`src/common/ctrl_pkg.sv`:
```
`default_nettype none

package ctrl_pkg;

  // Major opcode field, instr[6:0]
  typedef logic [6:0] opcode_t;

  localparam opcode_t OP_LUI      = 7'b0110111;
  localparam opcode_t OP_AUIPC    = 7'b0010111;
  localparam opcode_t OP_JAL      = 7'b1101111;
  localparam opcode_t OP_JALR     = 7'b1100111;
  localparam opcode_t OP_BRANCH   = 7'b1100011;
  localparam opcode_t OP_LOAD     = 7'b0000011;
  localparam opcode_t OP_STORE    = 7'b0100011;
  localparam opcode_t OP_IMM      = 7'b0010011;
  localparam opcode_t OP_OP       = 7'b0110011;
  localparam opcode_t OP_FENCE    = 7'b0001111;
  localparam opcode_t OP_SYSTEM   = 7'b1110011;
  localparam opcode_t OP_LOAD_FP  = 7'b0000111; // FLW, FLD
  localparam opcode_t OP_STORE_FP = 7'b0100111; // FSW, FSD
  localparam opcode_t OP_MADD     = 7'b1000011;
  localparam opcode_t OP_MSUB     = 7'b1000111;
  localparam opcode_t OP_NMSUB    = 7'b1001011;
  localparam opcode_t OP_NMADD    = 7'b1001111;
  localparam opcode_t OP_OP_FP    = 7'b1010011; // Remaining FP computational ops

  // Integer ALU operation
  typedef logic [3:0] alu_op_t;

  localparam alu_op_t ALU_ADD  = 4'd0;
  localparam alu_op_t ALU_SUB  = 4'd1;
  localparam alu_op_t ALU_SLL  = 4'd2;
  localparam alu_op_t ALU_SLT  = 4'd3;
  localparam alu_op_t ALU_SLTU = 4'd4;
  localparam alu_op_t ALU_XOR  = 4'd5;
  localparam alu_op_t ALU_SRL  = 4'd6;
  localparam alu_op_t ALU_SRA  = 4'd7;
  localparam alu_op_t ALU_OR   = 4'd8;
  localparam alu_op_t ALU_AND  = 4'd9;

  // Write-back source
  typedef logic [2:0] wb_sel_t;

  localparam wb_sel_t WB_ALU   = 3'd0;
  localparam wb_sel_t WB_MEM   = 3'd1;
  localparam wb_sel_t WB_PC4   = 3'd2; // Link address
  localparam wb_sel_t WB_CSR   = 3'd3;
  localparam wb_sel_t WB_MDU   = 3'd4; // Multiply/divide result
  localparam wb_sel_t WB_FPINT = 3'd6; // FPU integer result

  // Immediate format
  typedef logic [2:0] imm_sel_t;

  localparam imm_sel_t IMM_I = 3'd0;
  localparam imm_sel_t IMM_S = 3'd1;
  localparam imm_sel_t IMM_B = 3'd2;
  localparam imm_sel_t IMM_U = 3'd3;
  localparam imm_sel_t IMM_J = 3'd4;

  // FPU operation
  typedef logic [4:0] fp_op_t;

  localparam fp_op_t FP_ADD    = 5'b00000;
  localparam fp_op_t FP_SUB    = 5'b00001;
  localparam fp_op_t FP_MUL    = 5'b00010;
  localparam fp_op_t FP_DIV    = 5'b00011;
  localparam fp_op_t FP_SQRT   = 5'b00100;
  localparam fp_op_t FP_SGNJ   = 5'b00101;
  localparam fp_op_t FP_SGNJN  = 5'b00110;
  localparam fp_op_t FP_SGNJX  = 5'b00111;
  localparam fp_op_t FP_MIN    = 5'b01000;
  localparam fp_op_t FP_MAX    = 5'b01001;
  localparam fp_op_t FP_CVT    = 5'b01010;
  localparam fp_op_t FP_CMP    = 5'b01011;
  localparam fp_op_t FP_CLASS  = 5'b01100;
  localparam fp_op_t FP_FMA    = 5'b01101;
  localparam fp_op_t FP_FMSUB  = 5'b01110;
  localparam fp_op_t FP_FNMSUB = 5'b01111;
  localparam fp_op_t FP_FNMADD = 5'b10000;
  localparam fp_op_t FP_MV_XW  = 5'b10001; // FMV.X.W
  localparam fp_op_t FP_MV_WX  = 5'b10010; // FMV.W.X

  localparam logic [2:0] RM_DYN        = 3'b111;     // Rounding mode taken from fcsr
  localparam logic [6:0] FUNCT7_MULDIV = 7'b0000001; // M extension under OP
  localparam logic [6:0] FUNCT7_SFENCE = 7'b0001001; // SFENCE.VMA

  // Fixed SYSTEM encodings with funct3 = 000
  localparam logic [31:0] INSTR_ECALL  = 32'h0000_0073;
  localparam logic [31:0] INSTR_EBREAK = 32'h0010_0073;
  localparam logic [31:0] INSTR_SRET   = 32'h1020_0073;
  localparam logic [31:0] INSTR_MRET   = 32'h3020_0073;

  // Control bundle handed to execute
  typedef struct packed {
    logic     reg_write;
    logic     mem_read;
    logic     mem_write;
    logic     branch;
    logic     jump;
    alu_op_t  alu_control;
    logic     alu_src;           // 1 selects immediate
    wb_sel_t  wb_sel;
    imm_sel_t imm_sel;
    logic     csr_we;
    logic     csr_src;           // 1 selects uimm
    logic     mul_div_en;
    logic [2:0] mul_div_op;
    logic     fp_reg_write;
    logic     int_reg_write_fp;  // FP op that writes the integer file
    logic     fp_mem_op;
    logic     fp_alu_en;
    fp_op_t   fp_alu_op;
    logic     fp_use_dynamic_rm;
    logic     illegal_inst;
  } ctrl_t;

  localparam ctrl_t CTRL_NONE = '0; // Bubble, enables nothing

endpackage

`default_nettype wire

```
`src/common/ctrl_if.sv`:
```
`timescale 1ns/1ps
`default_nettype none

// One decoder's result as seen by the merge
interface ctrl_if import ctrl_pkg::*; ();

  logic  hit;     // Decoder owns this opcode
  logic  illegal; // Owned but field combination invalid
  ctrl_t ctrl;    // CTRL_NONE whenever hit is low

  modport decoder (
    output hit,
    output illegal,
    output ctrl
  );

  modport merge (
    input hit,
    input illegal,
    input ctrl
  );

endinterface

`default_nettype wire

```
`src/decode/int_decode.sv`:
```
`timescale 1ns/1ps
`default_nettype none

module int_decode import ctrl_pkg::*; (
  input wire [31:0] instr,
  ctrl_if.decoder   dec
);

  opcode_t    opcode;
  logic [2:0] funct3;
  logic [6:0] funct7;
  logic       hit;
  ctrl_t      c;

  assign opcode = instr[6:0];
  assign funct3 = instr[14:12];
  assign funct7 = instr[31:25];

  // ALU op from funct3 plus instr[30]; SUB only exists for register form
  function automatic alu_op_t alu_op_f(input logic [2:0] f3, input logic f7_b5,
                                       input logic is_reg);
    alu_op_t op;
    case (f3)
      3'b000:  op = (is_reg && f7_b5) ? ALU_SUB : ALU_ADD;
      3'b001:  op = ALU_SLL;
      3'b010:  op = ALU_SLT;
      3'b011:  op = ALU_SLTU;
      3'b100:  op = ALU_XOR;
      3'b101:  op = f7_b5 ? ALU_SRA : ALU_SRL; // SRAI uses the same bit
      3'b110:  op = ALU_OR;
      default: op = ALU_AND;
    endcase
    return op;
  endfunction

  always_comb begin
    hit = 1'b0;
    c   = CTRL_NONE;
    case (opcode)
      OP_LUI, OP_AUIPC: begin
        hit         = 1'b1;
        c.reg_write = 1'b1;
        c.alu_src   = 1'b1; // Immediate plus zero or PC
        c.imm_sel   = IMM_U;
      end
      OP_JAL: begin
        hit         = 1'b1;
        c.reg_write = 1'b1;
        c.jump      = 1'b1;
        c.wb_sel    = WB_PC4;
        c.imm_sel   = IMM_J;
      end
      OP_JALR: begin
        hit         = 1'b1;
        c.reg_write = 1'b1;
        c.jump      = 1'b1;
        c.alu_src   = 1'b1; // Target is rs1 + imm
        c.wb_sel    = WB_PC4;
      end
      OP_BRANCH: begin
        hit           = 1'b1;
        c.branch      = 1'b1;
        c.alu_control = ALU_SUB; // Compare by subtraction
        c.imm_sel     = IMM_B;
      end
      OP_LOAD: begin
        hit         = 1'b1;
        c.reg_write = 1'b1;
        c.mem_read  = 1'b1;
        c.alu_src   = 1'b1;
        c.wb_sel    = WB_MEM;
      end
      OP_STORE: begin
        hit         = 1'b1;
        c.mem_write = 1'b1;
        c.alu_src   = 1'b1;
        c.imm_sel   = IMM_S;
      end
      OP_IMM: begin
        hit           = 1'b1;
        c.reg_write   = 1'b1;
        c.alu_src     = 1'b1;
        c.alu_control = alu_op_f(funct3, funct7[5], 1'b0);
      end
      OP_OP: begin
        hit         = 1'b1;
        c.reg_write = 1'b1;
        if (funct7 == FUNCT7_MULDIV) begin
          c.mul_div_en = 1'b1;
          c.mul_div_op = funct3; // MUL..REMU in funct3 order
          c.wb_sel     = WB_MDU;
        end else begin
          c.alu_control = alu_op_f(funct3, funct7[5], 1'b1);
        end
      end
      default: ; // Not an integer opcode
    endcase
  end

  assign dec.hit     = hit;
  assign dec.illegal = 1'b0; // Every integer field combination decodes
  assign dec.ctrl    = c;

endmodule

`default_nettype wire

```
`src/decode/fp_decode.sv`:
```
`timescale 1ns/1ps
`default_nettype none

module fp_decode import ctrl_pkg::*; (
  input wire [31:0] instr,
  ctrl_if.decoder   dec
);

  opcode_t    opcode;
  logic [2:0] funct3;   // rm for arithmetic groups
  logic [6:0] funct7;
  logic       dyn_rm;
  logic       hit;
  logic       illegal;
  ctrl_t      c;

  assign opcode = instr[6:0];
  assign funct3 = instr[14:12];
  assign funct7 = instr[31:25];
  assign dyn_rm = (funct3 == RM_DYN);

  always_comb begin
    hit     = 1'b0;
    illegal = 1'b0;
    c       = CTRL_NONE;
    case (opcode)
      OP_LOAD_FP: begin
        hit            = 1'b1;
        c.fp_reg_write = 1'b1;
        c.mem_read     = 1'b1;
        c.fp_mem_op    = 1'b1;
        c.alu_src      = 1'b1; // Address is rs1 + imm_i
        c.wb_sel       = WB_MEM;
      end
      OP_STORE_FP: begin
        hit         = 1'b1;
        c.mem_write = 1'b1;
        c.fp_mem_op = 1'b1;
        c.alu_src   = 1'b1;
        c.imm_sel   = IMM_S;
      end
      OP_MADD, OP_MSUB, OP_NMSUB, OP_NMADD: begin
        hit                 = 1'b1;
        c.fp_reg_write      = 1'b1;
        c.fp_alu_en         = 1'b1;
        c.fp_use_dynamic_rm = dyn_rm;
        case (opcode)
          OP_MSUB:  c.fp_alu_op = FP_FMSUB;
          OP_NMSUB: c.fp_alu_op = FP_FNMSUB;
          OP_NMADD: c.fp_alu_op = FP_FNMADD;
          default:  c.fp_alu_op = FP_FMA;
        endcase
      end
      OP_OP_FP: begin
        hit         = 1'b1;
        c.fp_alu_en = 1'b1;
        case (funct7[6:2])
          5'b00000, 5'b00001, 5'b00010, 5'b00011, 5'b01011: begin
            c.fp_reg_write      = 1'b1; // ADD SUB MUL DIV SQRT
            c.fp_use_dynamic_rm = dyn_rm;
            case (funct7[6:2])
              5'b00001: c.fp_alu_op = FP_SUB;
              5'b00010: c.fp_alu_op = FP_MUL;
              5'b00011: c.fp_alu_op = FP_DIV;
              5'b01011: c.fp_alu_op = FP_SQRT;
              default:  c.fp_alu_op = FP_ADD;
            endcase
          end
          5'b00100: begin // Sign injection
            c.fp_reg_write = 1'b1;
            case (funct3)
              3'b000:  c.fp_alu_op = FP_SGNJ;
              3'b001:  c.fp_alu_op = FP_SGNJN;
              3'b010:  c.fp_alu_op = FP_SGNJX;
              default: illegal = 1'b1;
            endcase
          end
          5'b00101: begin
            c.fp_reg_write = 1'b1;
            c.fp_alu_op    = funct3[0] ? FP_MAX : FP_MIN;
          end
          5'b01000, 5'b11000, 5'b11001, 5'b11010, 5'b11011: begin
            c.fp_alu_op         = FP_CVT;
            c.fp_use_dynamic_rm = dyn_rm;
            if (funct7[6] && !funct7[3]) begin // FP to integer
              c.reg_write        = 1'b1;
              c.int_reg_write_fp = 1'b1;
              c.wb_sel           = WB_FPINT;
            end else begin
              c.fp_reg_write = 1'b1; // Int to FP, or S/D conversion
            end
          end
          5'b10100: begin // FEQ FLT FLE
            c.reg_write        = 1'b1;
            c.int_reg_write_fp = 1'b1;
            c.wb_sel           = WB_FPINT;
            c.fp_alu_op        = FP_CMP;
          end
          5'b11100: begin
            c.reg_write        = 1'b1;
            c.int_reg_write_fp = 1'b1;
            c.wb_sel           = WB_FPINT;
            case (funct3)
              3'b000:  c.fp_alu_op = FP_MV_XW;
              3'b001:  c.fp_alu_op = FP_CLASS;
              default: illegal = 1'b1;
            endcase
          end
          5'b11110: begin
            c.fp_reg_write = 1'b1;
            c.fp_alu_op    = FP_MV_WX;
          end
          default: illegal = 1'b1;
        endcase
      end
      default: ;
    endcase
  end

  assign dec.hit     = hit;
  assign dec.illegal = illegal;
  assign dec.ctrl    = c;

endmodule

`default_nettype wire

```
`src/decode/sys_decode.sv`:
```
`timescale 1ns/1ps
`default_nettype none

module sys_decode import ctrl_pkg::*; (
  input wire [31:0] instr,
  ctrl_if.decoder   dec
);

  opcode_t    opcode;
  logic [2:0] funct3;
  logic       is_sfence;
  logic       is_priv;   // Recognized funct3 = 000 encoding
  logic       hit;
  logic       illegal;
  ctrl_t      c;

  assign opcode = instr[6:0];
  assign funct3 = instr[14:12];

  // rs1 and rs2 are free operands, rd must be x0
  assign is_sfence = (instr[31:25] == FUNCT7_SFENCE) && (instr[11:7] == 5'd0);
  assign is_priv   = (instr == INSTR_ECALL) || (instr == INSTR_EBREAK)
                  || (instr == INSTR_MRET) || (instr == INSTR_SRET) || is_sfence;

  always_comb begin
    hit     = 1'b0;
    illegal = 1'b0;
    c       = CTRL_NONE;
    case (opcode)
      OP_FENCE: hit = 1'b1; // Ordering only, nothing to enable
      OP_SYSTEM: begin
        hit = 1'b1;
        if (funct3 != 3'b000) begin // CSRRW..CSRRCI
          c.reg_write = 1'b1;
          c.wb_sel    = WB_CSR;
          c.csr_we    = 1'b1;        // Write suppression happens downstream
          c.csr_src   = funct3[2];
        end else begin
          illegal = !is_priv;        // Traps and returns handled later in pipe
        end
      end
      default: ;
    endcase
  end

  assign dec.hit     = hit;
  assign dec.illegal = illegal;
  assign dec.ctrl    = c;

endmodule

`default_nettype wire

```
`src/hw/control_stage.sv`:
```
`timescale 1ns/1ps
`default_nettype none

module control_stage import ctrl_pkg::*; (
  input  wire        clk,
  input  wire        rst_n,
  input  wire        instr_valid,
  input  wire [31:0] instr,
  input  wire        stall,        // Back-pressure from execute
  output logic       out_valid,
  output logic       reg_write,
  output logic       mem_read,
  output logic       mem_write,
  output logic       branch,
  output logic       jump,
  output alu_op_t    alu_control,
  output logic       alu_src,
  output wb_sel_t    wb_sel,
  output imm_sel_t   imm_sel,
  output logic       csr_we,
  output logic       csr_src,
  output logic       mul_div_en,
  output logic [2:0] mul_div_op,
  output logic       fp_reg_write,
  output logic       int_reg_write_fp,
  output logic       fp_mem_op,
  output logic       fp_alu_en,
  output fp_op_t     fp_alu_op,
  output logic       fp_use_dynamic_rm,
  output logic       illegal_inst
);

  ctrl_if int_bus ();
  ctrl_if fp_bus ();
  ctrl_if sys_bus ();

  ctrl_t merged;
  ctrl_t ctrl_q;   // ID/EX control register
  logic  valid_q;

  int_decode u_int_decode (.instr(instr), .dec(int_bus));
  fp_decode  u_fp_decode  (.instr(instr), .dec(fp_bus));
  sys_decode u_sys_decode (.instr(instr), .dec(sys_bus));

  // Claims are disjoint, priority order only fixes the mux shape
  always_comb begin
    merged = CTRL_NONE;
    if (int_bus.hit) begin
      merged              = int_bus.ctrl;
      merged.illegal_inst = int_bus.illegal;
    end else if (fp_bus.hit) begin
      merged              = fp_bus.ctrl;
      merged.illegal_inst = fp_bus.illegal;
    end else if (sys_bus.hit) begin
      merged              = sys_bus.ctrl;
      merged.illegal_inst = sys_bus.illegal;
    end else begin
      merged.illegal_inst = 1'b1; // Unclaimed opcode
    end
    if (merged.illegal_inst) begin
      merged              = CTRL_NONE; // Illegal never enables a unit
      merged.illegal_inst = 1'b1;
    end
  end

  always_ff @(posedge clk or negedge rst_n) begin
    if (!rst_n) begin
      ctrl_q  <= CTRL_NONE;
      valid_q <= 1'b0;
    end else if (!stall) begin
      ctrl_q  <= instr_valid ? merged : CTRL_NONE; // Bubble when no instruction
      valid_q <= instr_valid;
    end
  end

  assign out_valid         = valid_q;
  assign reg_write         = ctrl_q.reg_write;
  assign mem_read          = ctrl_q.mem_read;
  assign mem_write         = ctrl_q.mem_write;
  assign branch            = ctrl_q.branch;
  assign jump              = ctrl_q.jump;
  assign alu_control       = ctrl_q.alu_control;
  assign alu_src           = ctrl_q.alu_src;
  assign wb_sel            = ctrl_q.wb_sel;
  assign imm_sel           = ctrl_q.imm_sel;
  assign csr_we            = ctrl_q.csr_we;
  assign csr_src           = ctrl_q.csr_src;
  assign mul_div_en        = ctrl_q.mul_div_en;
  assign mul_div_op        = ctrl_q.mul_div_op;
  assign fp_reg_write      = ctrl_q.fp_reg_write;
  assign int_reg_write_fp  = ctrl_q.int_reg_write_fp;
  assign fp_mem_op         = ctrl_q.fp_mem_op;
  assign fp_alu_en         = ctrl_q.fp_alu_en;
  assign fp_alu_op         = ctrl_q.fp_alu_op;
  assign fp_use_dynamic_rm = ctrl_q.fp_use_dynamic_rm;
  assign illegal_inst      = ctrl_q.illegal_inst;

endmodule

`default_nettype wire

```
`config.mk`:
```
export PLATFORM = sky130hd
export DESIGN_NAME = control_stage
export DESIGN_NICKNAME = d
export VERILOG_FILES = /design/src/common/ctrl_pkg.sv /design/src/common/ctrl_if.sv /design/src/decode/int_decode.sv /design/src/decode/fp_decode.sv /design/src/decode/sys_decode.sv /design/src/hw/control_stage.sv
export SDC_FILE = /design/constraint.sdc
export NUM_CORES = 1
export LEC_CHECK = 0
export BUFFER_PORTS_ARGS = -buffer_cell sky130_fd_sc_hd__buf_2
export CAP_MARGIN = 20
export CELL_PAD_IN_SITES_DETAIL_PLACEMENT = 1
export CELL_PAD_IN_SITES_GLOBAL_PLACEMENT = 2
export CORE_ASPECT_RATIO = 0.6
export CORE_MARGIN = 1
export CORE_UTILIZATION = 29
export CTS_BUF_LIST = sky130_fd_sc_hd__clkbuf_16
export CTS_CLUSTER_SIZE = 16
export DETAILED_ROUTE_END_ITERATION = 6
export PLACE_DENSITY_LB_ADDON = 0.1
export SETUP_SLACK_MARGIN = 0.5
export SLEW_MARGIN = 20
export SYNTH_ARGS = -nofsm -noshare
export SYNTH_HDL_FRONTEND = slang
export SYNTH_SLANG_ARGS = --single-unit
export TNS_END_PERCENT = 5
```
`constraint.sdc`:
```
create_clock -name clk -period 0.9 [get_ports clk]
set_clock_uncertainty 0.05 [all_clocks]
set_input_delay 0.09 -clock clk [delete_from_list [all_inputs] [get_ports clk]]
set_output_delay 0.09 -clock clk [all_outputs]
set_load 0.02 [all_outputs]
```
==> results of run 1 <==
layout by cell type (no fill, tap or decap), types with 10 or more instances in the layout:
| master | n |
|---|---|
| buf_2 | 63 |
| a21oi_1 | 10 |
| nor2_1 | 24 |
| nand2_1 | 32 |
| o21ai_0 | 15 |
| a22o_1 | 13 |
| buf_4 | 80 |
| dfrtp_1 | 34 |
worst max-delay path: stages:
cell and delay, ns:
buf_4 0.15, and4bb_2 0.32, nor4_4 0.05, buf_4 0.14, nand4_4 0.11, nor2_4 0.05, or3_4 0.37, a32o_1 0.25
power groups by stage:
stage | clock, mW | combinational, mW | sequential [mW]
after detailed placement | 0 | 0.852 | 1.58
after CTS | 2.27 | 0.903 | 1.55
after global placement | 0 | 0.836 | 1.58
after floorplan | 0 | 0.359 | 1.60
final | 2.25 | 0.951 | 1.55
after global routing | 2.32 | 1.02 | 1.56
stage by stage:
step,utilization,hold slack (ns)
floorplan,-,-0.256
global route,0.497,-0.275
CTS,0.477,-0.285
global placement,0.437,0.0139
finish,0.497,-0.288
detailed placement,0.437,0.0174
layer usage:
layer,up-vias,routed length [µm],global-route usage
met5,-,0,0
met4,0,72,0.0390
met3,8,439,0.0495
met2,61,3980,0.337
met1,1291,4640,0.358
li1,1222,-,-
final cells by class:
| class | instances | area share |
|---|---|---|
| Multi-Input combinational cell | 199 | 0.399 |
| Timing Repair Buffer | 151 | 0.277 |
| Sequential cell | 34 | 0.233 |
| Tap cell | 104 | 0.0356 |
| Clock buffer | 5 | 0.0342 |
| Clock inverter | 3 | 0.0175 |
| Inverter | 4 | 0.00411 |
how the worst max path moves through the flow:
stage                         to  depth (start not counted)       from  slack [ns]
2_1_floorplan          fp_alu_en                          8   instr[3]       -0.59
3_3_place_gp           fp_alu_en                          7  instr[30]       -0.88
5_1_grt        fp_use_dynamic_rm                          6   instr[3]       -0.57
3_5_place_dp        fp_reg_write                          7  instr[30]       -0.96
4_1_cts             fp_reg_write                          7  instr[17]       -0.60
6_report               fp_alu_en                          8  instr[31]       -0.52
kinds of logic after synthesis:
| logic type | synth area share |
|---|---|
| compound gates | 0.265 |
| flops | 0.382 |
| mux | 0.0141 |
| buf+inv | 0.0523 |
| simple gates | 0.278 |
| xor+xnor | 0.00787 |
registers in the layout (all words and copies together), names as in the netlist, 3 cells and up:
register / cells
alu_control: 4
mul_div_op: 3
wb_sel: 3
fp_alu_op: 5
imm_sel: 3
timing repair:
item | CTS | global route
resized for setup | 26 | 28
pin swaps | 6 | 11
hold endpoints to repair | 34 | 34
setup endpoints to repair | 68 | 68
cloned | 0 | 0
setup buffers | 0 | 2
==> impl_results.md, run 1 <==
- Vias in the first global route: 2557
- Via count: 2582
- Antenna Cells: 0
- Post-synth EDFFs: 0
- Most frequent cell after synthesis: dfrtp_1
- Area contributors post-synth: dfrtp_1 (38%), nand2_1 (5.6%), a22o_1 (5.1%)
- Synth top area share: 0.382
- Clock power frac: 0.473
- Power Total: 4.75 mW
- Ys flop type: dfrtp_1
- Port bufs: 69
- P_sw: 1.19 mW
- Io pins: 70
- Worst VDD drop: 675 µV
- PwrDens: 1300 nW/µm²
- Initial core utilization: 0.303
- RR Startpoint: fp_reg_write
- Failing checks: hold timing, setup timing
- Dpl cell area: 3220 µm²
- Sw Ratio: 0.251
- H-Tree Depth: 2
- Final hold viol count: 34
- Largest area contributor in the netlist: dfrtp_1
- R2R depth: 1
- Final ANT Viol Nets: 0
- Routed len/inst: 18.3 µm
- RSZ-0062 raised after global routing: yes
- Area Overhead vs Synth: 64.2%
- Largest net degree at the start of global routing: 35
- Max_slew headroom: 0.659
- Setup WS post-layout: -0.524 ns
- First-pass GRT wire length: 14200 µm
- Crit share post-route: 1.58
- Seq pwr share: 0.327
- Combined area of the multi-input logic cells: 1460 µm²
- Worst EP required: 1.02 ns
- Final Max Tran Viols: 0
- Synth Warn #: 0
- Post-DP HPWL: 6750 µm
- P_int: 3.56 mW
- Root Driver: clkbuf_16
- Crit end category: flop
- Nets: 431
- Gr usage total: 0.234
- Syn Nets: 295
- Drt first pass iters: 5
- Finished layout cell area: 3650 µm²
- Max Clock Freq: 702 MHz
- Synth top cells by count: dfrtp_1 (34), nand2_1 (33), nor2_1 (26)
- DIE AREA: 8040 µm²
- CTS max path bufs: 2
- Placed cells: 490
- Post-layout min period: 1.42 ns
- CP Class: input pin to flop
- Status: finished, violations left
- Num CTS Buffers: 5
- Post-Syn Area: 2230 µm²
- Critical R2R Capture: fp_reg_write
- DR vias/cell: 5.16
- Asr flop ratio synth: 1.00
- GP Congestion: 0.894
- Die Height: 69.9 µm
- GRT overflow: 0
- Hold slack: -0.288 ns
- Routed WL: 9130 µm
- CTS tree: done
- Worst-path fanout max: 9
- # DRC: 0
- Worst min path class: input pin to asynchronous set/reset pin
- Post-Syn Area per Cell: 8.59 µm²
- Unique masters post-synth: 61
- Skew-Pair Late Insertion Delay: 0.28 ns
- Final setup vio count: 64
- # fillers: 886
- Setup crit start kind: input pin
- Max-Cap Viols: 0
- P_leak: 1.79 nW
- Die width: 115 µm
- Combinational share of power: 0.200
- Core ar.: 7360 µm²
- Setup tns final: -11.33 ns
- Row cnt: 24
- Sequential fraction of the synthesis area: 0.382
- Dpl ws: -0.956 ns
- Register area: 851 µm²
- Register-to-register setup slack: 0.10 ns
- Worst slew pin tran: 0.511 ns
- Initial DRC Count: 130
- Gate Count Post-Synth: 259
- Fin cells: 500
- Clk sink count: 34
- CTS clock-pin slew for the worst setup and hold paths: 0.06 ns
- Synth Register Bits: 34
- Initial antenna violation count: 0
- Share of layout cells above drive strength 1: 0.505
- CP arrival: 1.54 ns
No activity file was read; power rests on OpenSTA's default activity.
==> run 2, diff against run 1 <==
- RECOVER_POWER: unset -> 100
==> run 2 against run 1 <==
Largest power group unchanged. The run still ends with hold timing, setup timing left. Wire length increased by 0.22%. Count of clock-buffer cells in the layout unchanged. Hold slack improved by 0.24 ns.
==> impl_results.md, run 2 (synthesized netlist as in run 1, its figures left out) <==
- Status: finished, violations left
- Failing checks: hold timing, setup timing
- Skew-Pair Late Insertion Delay: 0.28 ns (about the same)
- Drt first pass iters: 4 (-1)
- Die Height: 69.9 µm (unchanged)
- CTS tree: done
- Row cnt: 24 (unchanged)
- Dpl cell area: 3220 µm² (unchanged)
- Gr usage total: 0.234 (unchanged)
- Register-to-register setup slack: 0.10 ns (about the same)
- Io pins: 70 (unchanged)
- Port bufs: 69 (unchanged)
- Crit path capture: fp_alu_en
- CTS clock-pin slew for the worst setup and hold paths: 0.06 ns (about the same)
- Worst min path class: input pin to asynchronous set/reset pin
- P_int: 3.55 mW (-0.21%)
- Critical R2R Capture: fp_reg_write
- Routed len/inst: 18.3 µm (+0.22%)
- Post-DP HPWL: 6750 µm (unchanged)
- Hold slack: -0.0472 ns (+0.241 ns)
- Die width: 115 µm (unchanged)
- Nets: 431 (unchanged)
- Sw Ratio: 0.252 (+0.000566)
- First-pass GRT wire length: 14200 µm (unchanged)
- Crit share post-route: 1.58 (about the same)
- Power Total: 4.75 mW (-0.14%)
- Commonest cells after routing, fill and taps aside: buf_4 (79), buf_2 (63), dfrtp_1 (34)
- Initial antenna violation count: 0 (unchanged)
- DIE AREA: 8040 µm² (unchanged)
- Routed WL: 9150 µm (+0.22%)
- Worst-path fanout max: 9 (unchanged)
- GRT overflow: 0 (unchanged)
- Vias in the first global route: 2557 (unchanged)
- Final setup vio count: 64 (unchanged)
- P_leak: 1.78 nW (-0.33%)
- Largest register FFs: 5 (unchanged)
- R2R depth: 1 (unchanged)
- Dpl ws: -0.956 ns (unchanged)
- Post-layout util: 0.495 (-0.00204)
- Setup crit start kind: input pin
- Core ar.: 7360 µm² (unchanged)
- Worst Setup SP: instr[31]
- Worst VDD drop: 675 µV (about the same)
- PwrDens: 1300 nW/µm² (+0.27%)
- CP arrival: 1.54 ns (about the same)
- Initial core utilization: 0.303 (unchanged)
- Setup WS post-layout: -0.523 ns (+0.000113 ns)
- Seq pwr share: 0.327 (about the same)
- Combinational share of power: 0.199 (about the same)
- Worst EP required: 1.02 ns (about the same)
- Max-Cap Viols: 0 (unchanged)
- Finished layout cell area: 3640 µm² (-0.41%)
- RR Startpoint: fp_reg_write
- Area Overhead vs Synth: 63.5%
- Final Max Tran Viols: 0 (unchanged)
- Worst slew pin tran: 0.875 ns (+0.364 ns)
- Initial DRC Count: 137 (+5.4%)
- Clk sink count: 34 (unchanged)
- Post-layout min period: 1.42 ns (-0.000113 ns)
- Via count: 2591 (+0.35%)
- Commonest non-fill, non-tap cell in the layout: buf_4
- Largest net degree at the start of global routing: 35 (unchanged)
- Crit end category: flop
- # DRC: 0 (unchanged)
- Final hold viol count: 34 (unchanged)
- DR vias/cell: 5.18 (+0.35%)
- Final ANT Viol Nets: 0 (unchanged)
- Share of layout cells above drive strength 1: 0.505 (unchanged)
- Num CTS Buffers: 5 (unchanged)
- GP Congestion: 0.894 (unchanged)
- P_sw: 1.19 mW (about the same)
- H-Tree Depth: 2 (unchanged)
- CP Class: input pin to flop
- Max Clock Freq: 703 MHz (about the same)
- RSZ-0062 raised after global routing: yes
- Max_slew headroom: 0.417 (-0.243)
- CTS max path bufs: 2 (unchanged)
- Antenna Cells: 0 (unchanged)
- Root Driver: clkbuf_16
- Clock power frac: 0.474 (about the same)
==> run 2: how the worst min path moves through the flow <==
| stage | from | endpoint | cells past startpoint |
|---|---|---|---|
| 3_5_place_dp | rst_n | int_reg_write_fp | 2 |
| 5_1_grt | rst_n | alu_control[1] | 2 |
| 6_report | rst_n | mem_write | 2 |
| 4_1_cts | rst_n | int_reg_write_fp | 2 |
| 3_3_place_gp | rst_n | mem_read | 2 |
| 2_1_floorplan | rst_n | alu_control[0] | 0 |
==> run 2: layout make-up <==
cell class	instances	area [µm²]
Clock buffer	5	125
Clock inverter	3	63.8
Timing Repair Buffer	151	996
Tap cell	104	130
Sequential cell	34	851
Fill cell	887	3720
Multi-Input combinational cell	199	1460
Inverter	4	15.0
==> run 2: metal layers <==
layer | GRT usage | share of wire | vias up
li1 | - | - | 1221
met1 | 0.358 | 0.51 | 1301
met2 | 0.337 | 0.44 | 61
met3 | 0.0495 | 0.047 | 8
met4 | 0.0390 | 0.0079 | 0
met5 | 0 | 0 | -
==> run 2: stage by stage <==
stage | setup TNS, ns | instances | hold slack, ns
after floorplan | -11.42 | 259 | -0.256
after global placement | -19.75 | 490 | 0.0139
after detailed placement | -20.93 | 490 | 0.0174
after CTS | -11.85 | 498 | -0.285
after global routing | -14.59 | 500 | 0.0387
final | -11.37 | 500 | -0.0472
==> run 2: repair_timing <==
item | in CTS | in global routing
endpoints found under the hold margin | 34 | 34
pin swaps | 6 | 11
gates resized for setup | 26 | 28
endpoints found under the setup margin | 68 | 68
setup buffers | 0 | 2
==> run 2: critical path: stages <==
cell and delay [ns]:
buf_4 0.15, and4bb_2 0.32, nor4_4 0.05, buf_4 0.14
nand4_4 0.11, nor2_4 0.05, or3_4 0.37, a32o_1 0.25
==> run 2: power by group through the flow <==
stage | Sequential [mW] | Clock (mW) | Combinational, mW
4_1_cts | 1.55 | 2.27 | 0.903
5_1_grt | 1.56 | 2.32 | 1.02
3_3_place_gp | 1.58 | 0 | 0.836
6_report | 1.55 | 2.25 | 0.943
3_5_place_dp | 1.58 | 0 | 0.852
2_1_floorplan | 1.60 | 0 | 0.359
==> run 3, diff against run 2 <==
- PLACE_DENSITY: unset -> 0.88
- PLACE_DENSITY_LB_ADDON: 0.1 -> unset
==> run 3 against run 2 <==
The flow still finishes with violations (hold timing, setup timing). Global-route usage is 0.16 points higher. Combinational power is 0.7% higher. First-iteration DRC count is 21% higher. Total power is 5.0% lower. Critical path depth is 1 lower. Sequential power hardly changed. Flip-flop and latch count stayed put. Utilization is 0.32 points lower. Final cell count is 1.4% lower.
==> impl_results.md, run 3 (synthesized netlist as in run 1, its figures left out) <==
- Hold slack: -0.0113 ns (+0.0360 ns)
- Commonest cells after routing, fill and taps aside: buf_4 (67), buf_2 (60), dfrtp_1 (33)
- Max Clock Freq: 688 MHz (-2.1%)
- Post-CTS setup buffer count: 0 (unchanged)
- First-pass GRT wire length: 14400 µm (+1.3%)
- Routed len/inst: 18.5 µm (+1.3%)
- Setup WS post-layout: -0.553 ns (-0.0300 ns)
- Vias in the first global route: 2632 (+2.9%)
- CTS max path bufs: 2 (unchanged)
- Max_slew headroom: 0.391 (-0.0260)
- Setup crit start kind: input pin
- CP arrival: 1.57 ns (+0.03 ns)
- Clk sink count: 34 (unchanged)
- Final Max Tran Viols: 0 (unchanged)
- DR vias/cell: 5.18 (about the same)
- CTS tree: done
- Row cnt: 24 (unchanged)
- Final hold viol count: 24 (-29%)
- Port bufs: 69 (unchanged)
- P_sw: 1.23 mW (+3.0%)
- Num CTS Buffers: 5 (unchanged)
- Worst-path fanout max: 7 (-2)
- Worst EP required: 1.02 ns (about the same)
- RSZ-0062 raised after global routing: yes
- Failing checks: hold timing, setup timing
- Combinational share of power: 0.211 (+0.012)
- P_leak: 1.74 nW (-2.4%)
- Dpl cell area: 3180 µm² (-1.2%)
- Finished layout cell area: 3620 µm² (-0.65%)
- Initial core utilization: 0.303 (unchanged)
- Max-Cap Viols: 0 (unchanged)
- Die Height: 69.9 µm (unchanged)
- Post-layout min period: 1.45 ns (+0.0300 ns)
- Antenna Cells: 0 (unchanged)
- Area Overhead vs Synth: 62.5%
- Worst min path class: input pin to asynchronous set/reset pin
- Core ar.: 7360 µm² (unchanged)
- H-Tree Depth: 2 (unchanged)
- Gr usage total: 0.235 (+0.00156)
- Status: finished, violations left
- Initial DRC Count: 166 (+21%)
- Crit share post-route: 1.61 (+0.0333)
- CTS clock-pin slew for the worst setup and hold paths: 0.06 ns (about the same)
- Worst slew pin tran: 0.914 ns (+0.0391 ns)
- PwrDens: 1250 nW/µm² (-4.4%)
- Nets: 424 (-1.6%)
- Final setup vio count: 62 (-3.1%)
- Final ANT Viol Nets: 0 (unchanged)
- CP Class: input pin to flop
- Root Driver: clkbuf_16
- Worst VDD drop: 598 µV (-11%)
- DIE AREA: 8040 µm² (unchanged)
- Sw Ratio: 0.273 (+0.0212)
- Drt first pass iters: 4 (unchanged)
- Clock power frac: 0.445 (-0.029)
- GRT overflow: 0 (unchanged)
- Post-DP HPWL: 6590 µm (-2.4%)
- Skew-Pair Late Insertion Delay: 0.28 ns (about the same)
- Die width: 115 µm (unchanged)
- Fin cells: 493 (-1.4%)
- P_int: 3.28 mW (-7.7%)
- Share of layout cells above drive strength 1: 0.514 (+0.00909)
- Routed WL: 9140 µm (about the same)
- # DRC: 0 (unchanged)
- Placed cells: 485 (-1.0%)
- Largest net degree at the start of global routing: 35 (unchanged)
- GP Congestion: 0.849 (-5.0%)
- Io pins: 70 (unchanged)
- Commonest non-fill, non-tap cell in the layout: buf_4
- Largest register FFs: 5 (unchanged)
- Seq pwr share: 0.345 (+0.018)
- Via count: 2555 (-1.4%)
- Crit end category: flop
- Initial antenna violation count: 0 (unchanged)
## run 3: path summary, 6_finish.rpt
path | start | end | slack (ns) | cells after the start
worst max-delay path | instr[28] | fp_alu_en | -0.55 | 7
worst min-delay path | rst_n | mul_div_op[0] | -0.01 | 2
worst max register to register | wb_sel[1] | wb_sel[1] | 0.07 | 1
worst min register to register | wb_sel[2] | wb_sel[2] | 0.44 | 2
max in group asynchronous | rst_n | fp_reg_write | 0.19 | 2
min in group clk | instr[12] | mul_div_op[0] | 0.17 | 3
## run 3: layout make-up
type	instances	area, µm²
clock buffer	5	125
clock inverter	3	45.0
fill	868	3740
inverter	4	15.0
multi-input combinational	199	1480
sequential	34	852
tap	104	130
timing repair buffer	144	971
## run 3: layer usage
| metal | track usage | share of wire | vias up | routed length (µm) |
|---|---|---|---|---|
| li1 | - | - | 1211 | - |
| met1 | 0.356 | 0.48 | 1259 | 4400 |
| met2 | 0.361 | 0.45 | 80 | 4090 |
| met3 | 0.0373 | 0.068 | 5 | 626 |
| met4 | 0.0260 | 0.0024 | 0 | 22 |
| met5 | 0 | 0 | - | 0 |
## run 3: what timing repair did
item / 4_1_cts / 5_1_grt
resized for setup: 40 / 45
endpoints found under the setup margin: 68 / 68
endpoints found under the hold margin: 34 / 34
pin swaps: 9 / 9
## run 3: power groups by stage
stage               Sequential, mW  Combinational (mW)  Clock, mW
detailed placement            1.58               0.835          0
global route                  1.55                1.02       2.12
floorplan                     1.60               0.359          0
global placement              1.58               0.809          0
finish                        1.55               0.950       2.00
CTS                           1.55               0.904       2.04
## run 3: metrics by stage
| step | utilization | TNS (ns) | power [mW] | setup slack (ns) |
|---|---|---|---|---|
| after CTS | 0.477 | -10.86 | 4.50 | -0.554 |
| after detailed placement | 0.432 | -20.66 | 2.42 | -0.866 |
| after global routing | 0.491 | -13.31 | 4.69 | -0.606 |
| after global placement | 0.432 | -18.91 | 2.39 | -0.820 |
| final | 0.491 | -10.54 | 4.51 | -0.553 |
| after floorplan | - | -11.42 | 1.96 | -0.587 |
## run 3: worst max-delay path, stage by stage
cell and delay (ns):
buf_2 0.14, nor2_1 0.19, nand2_2 0.15, a221oi_4 0.27, nor2_4 0.07, or3_4 0.37, a32o_2 0.29
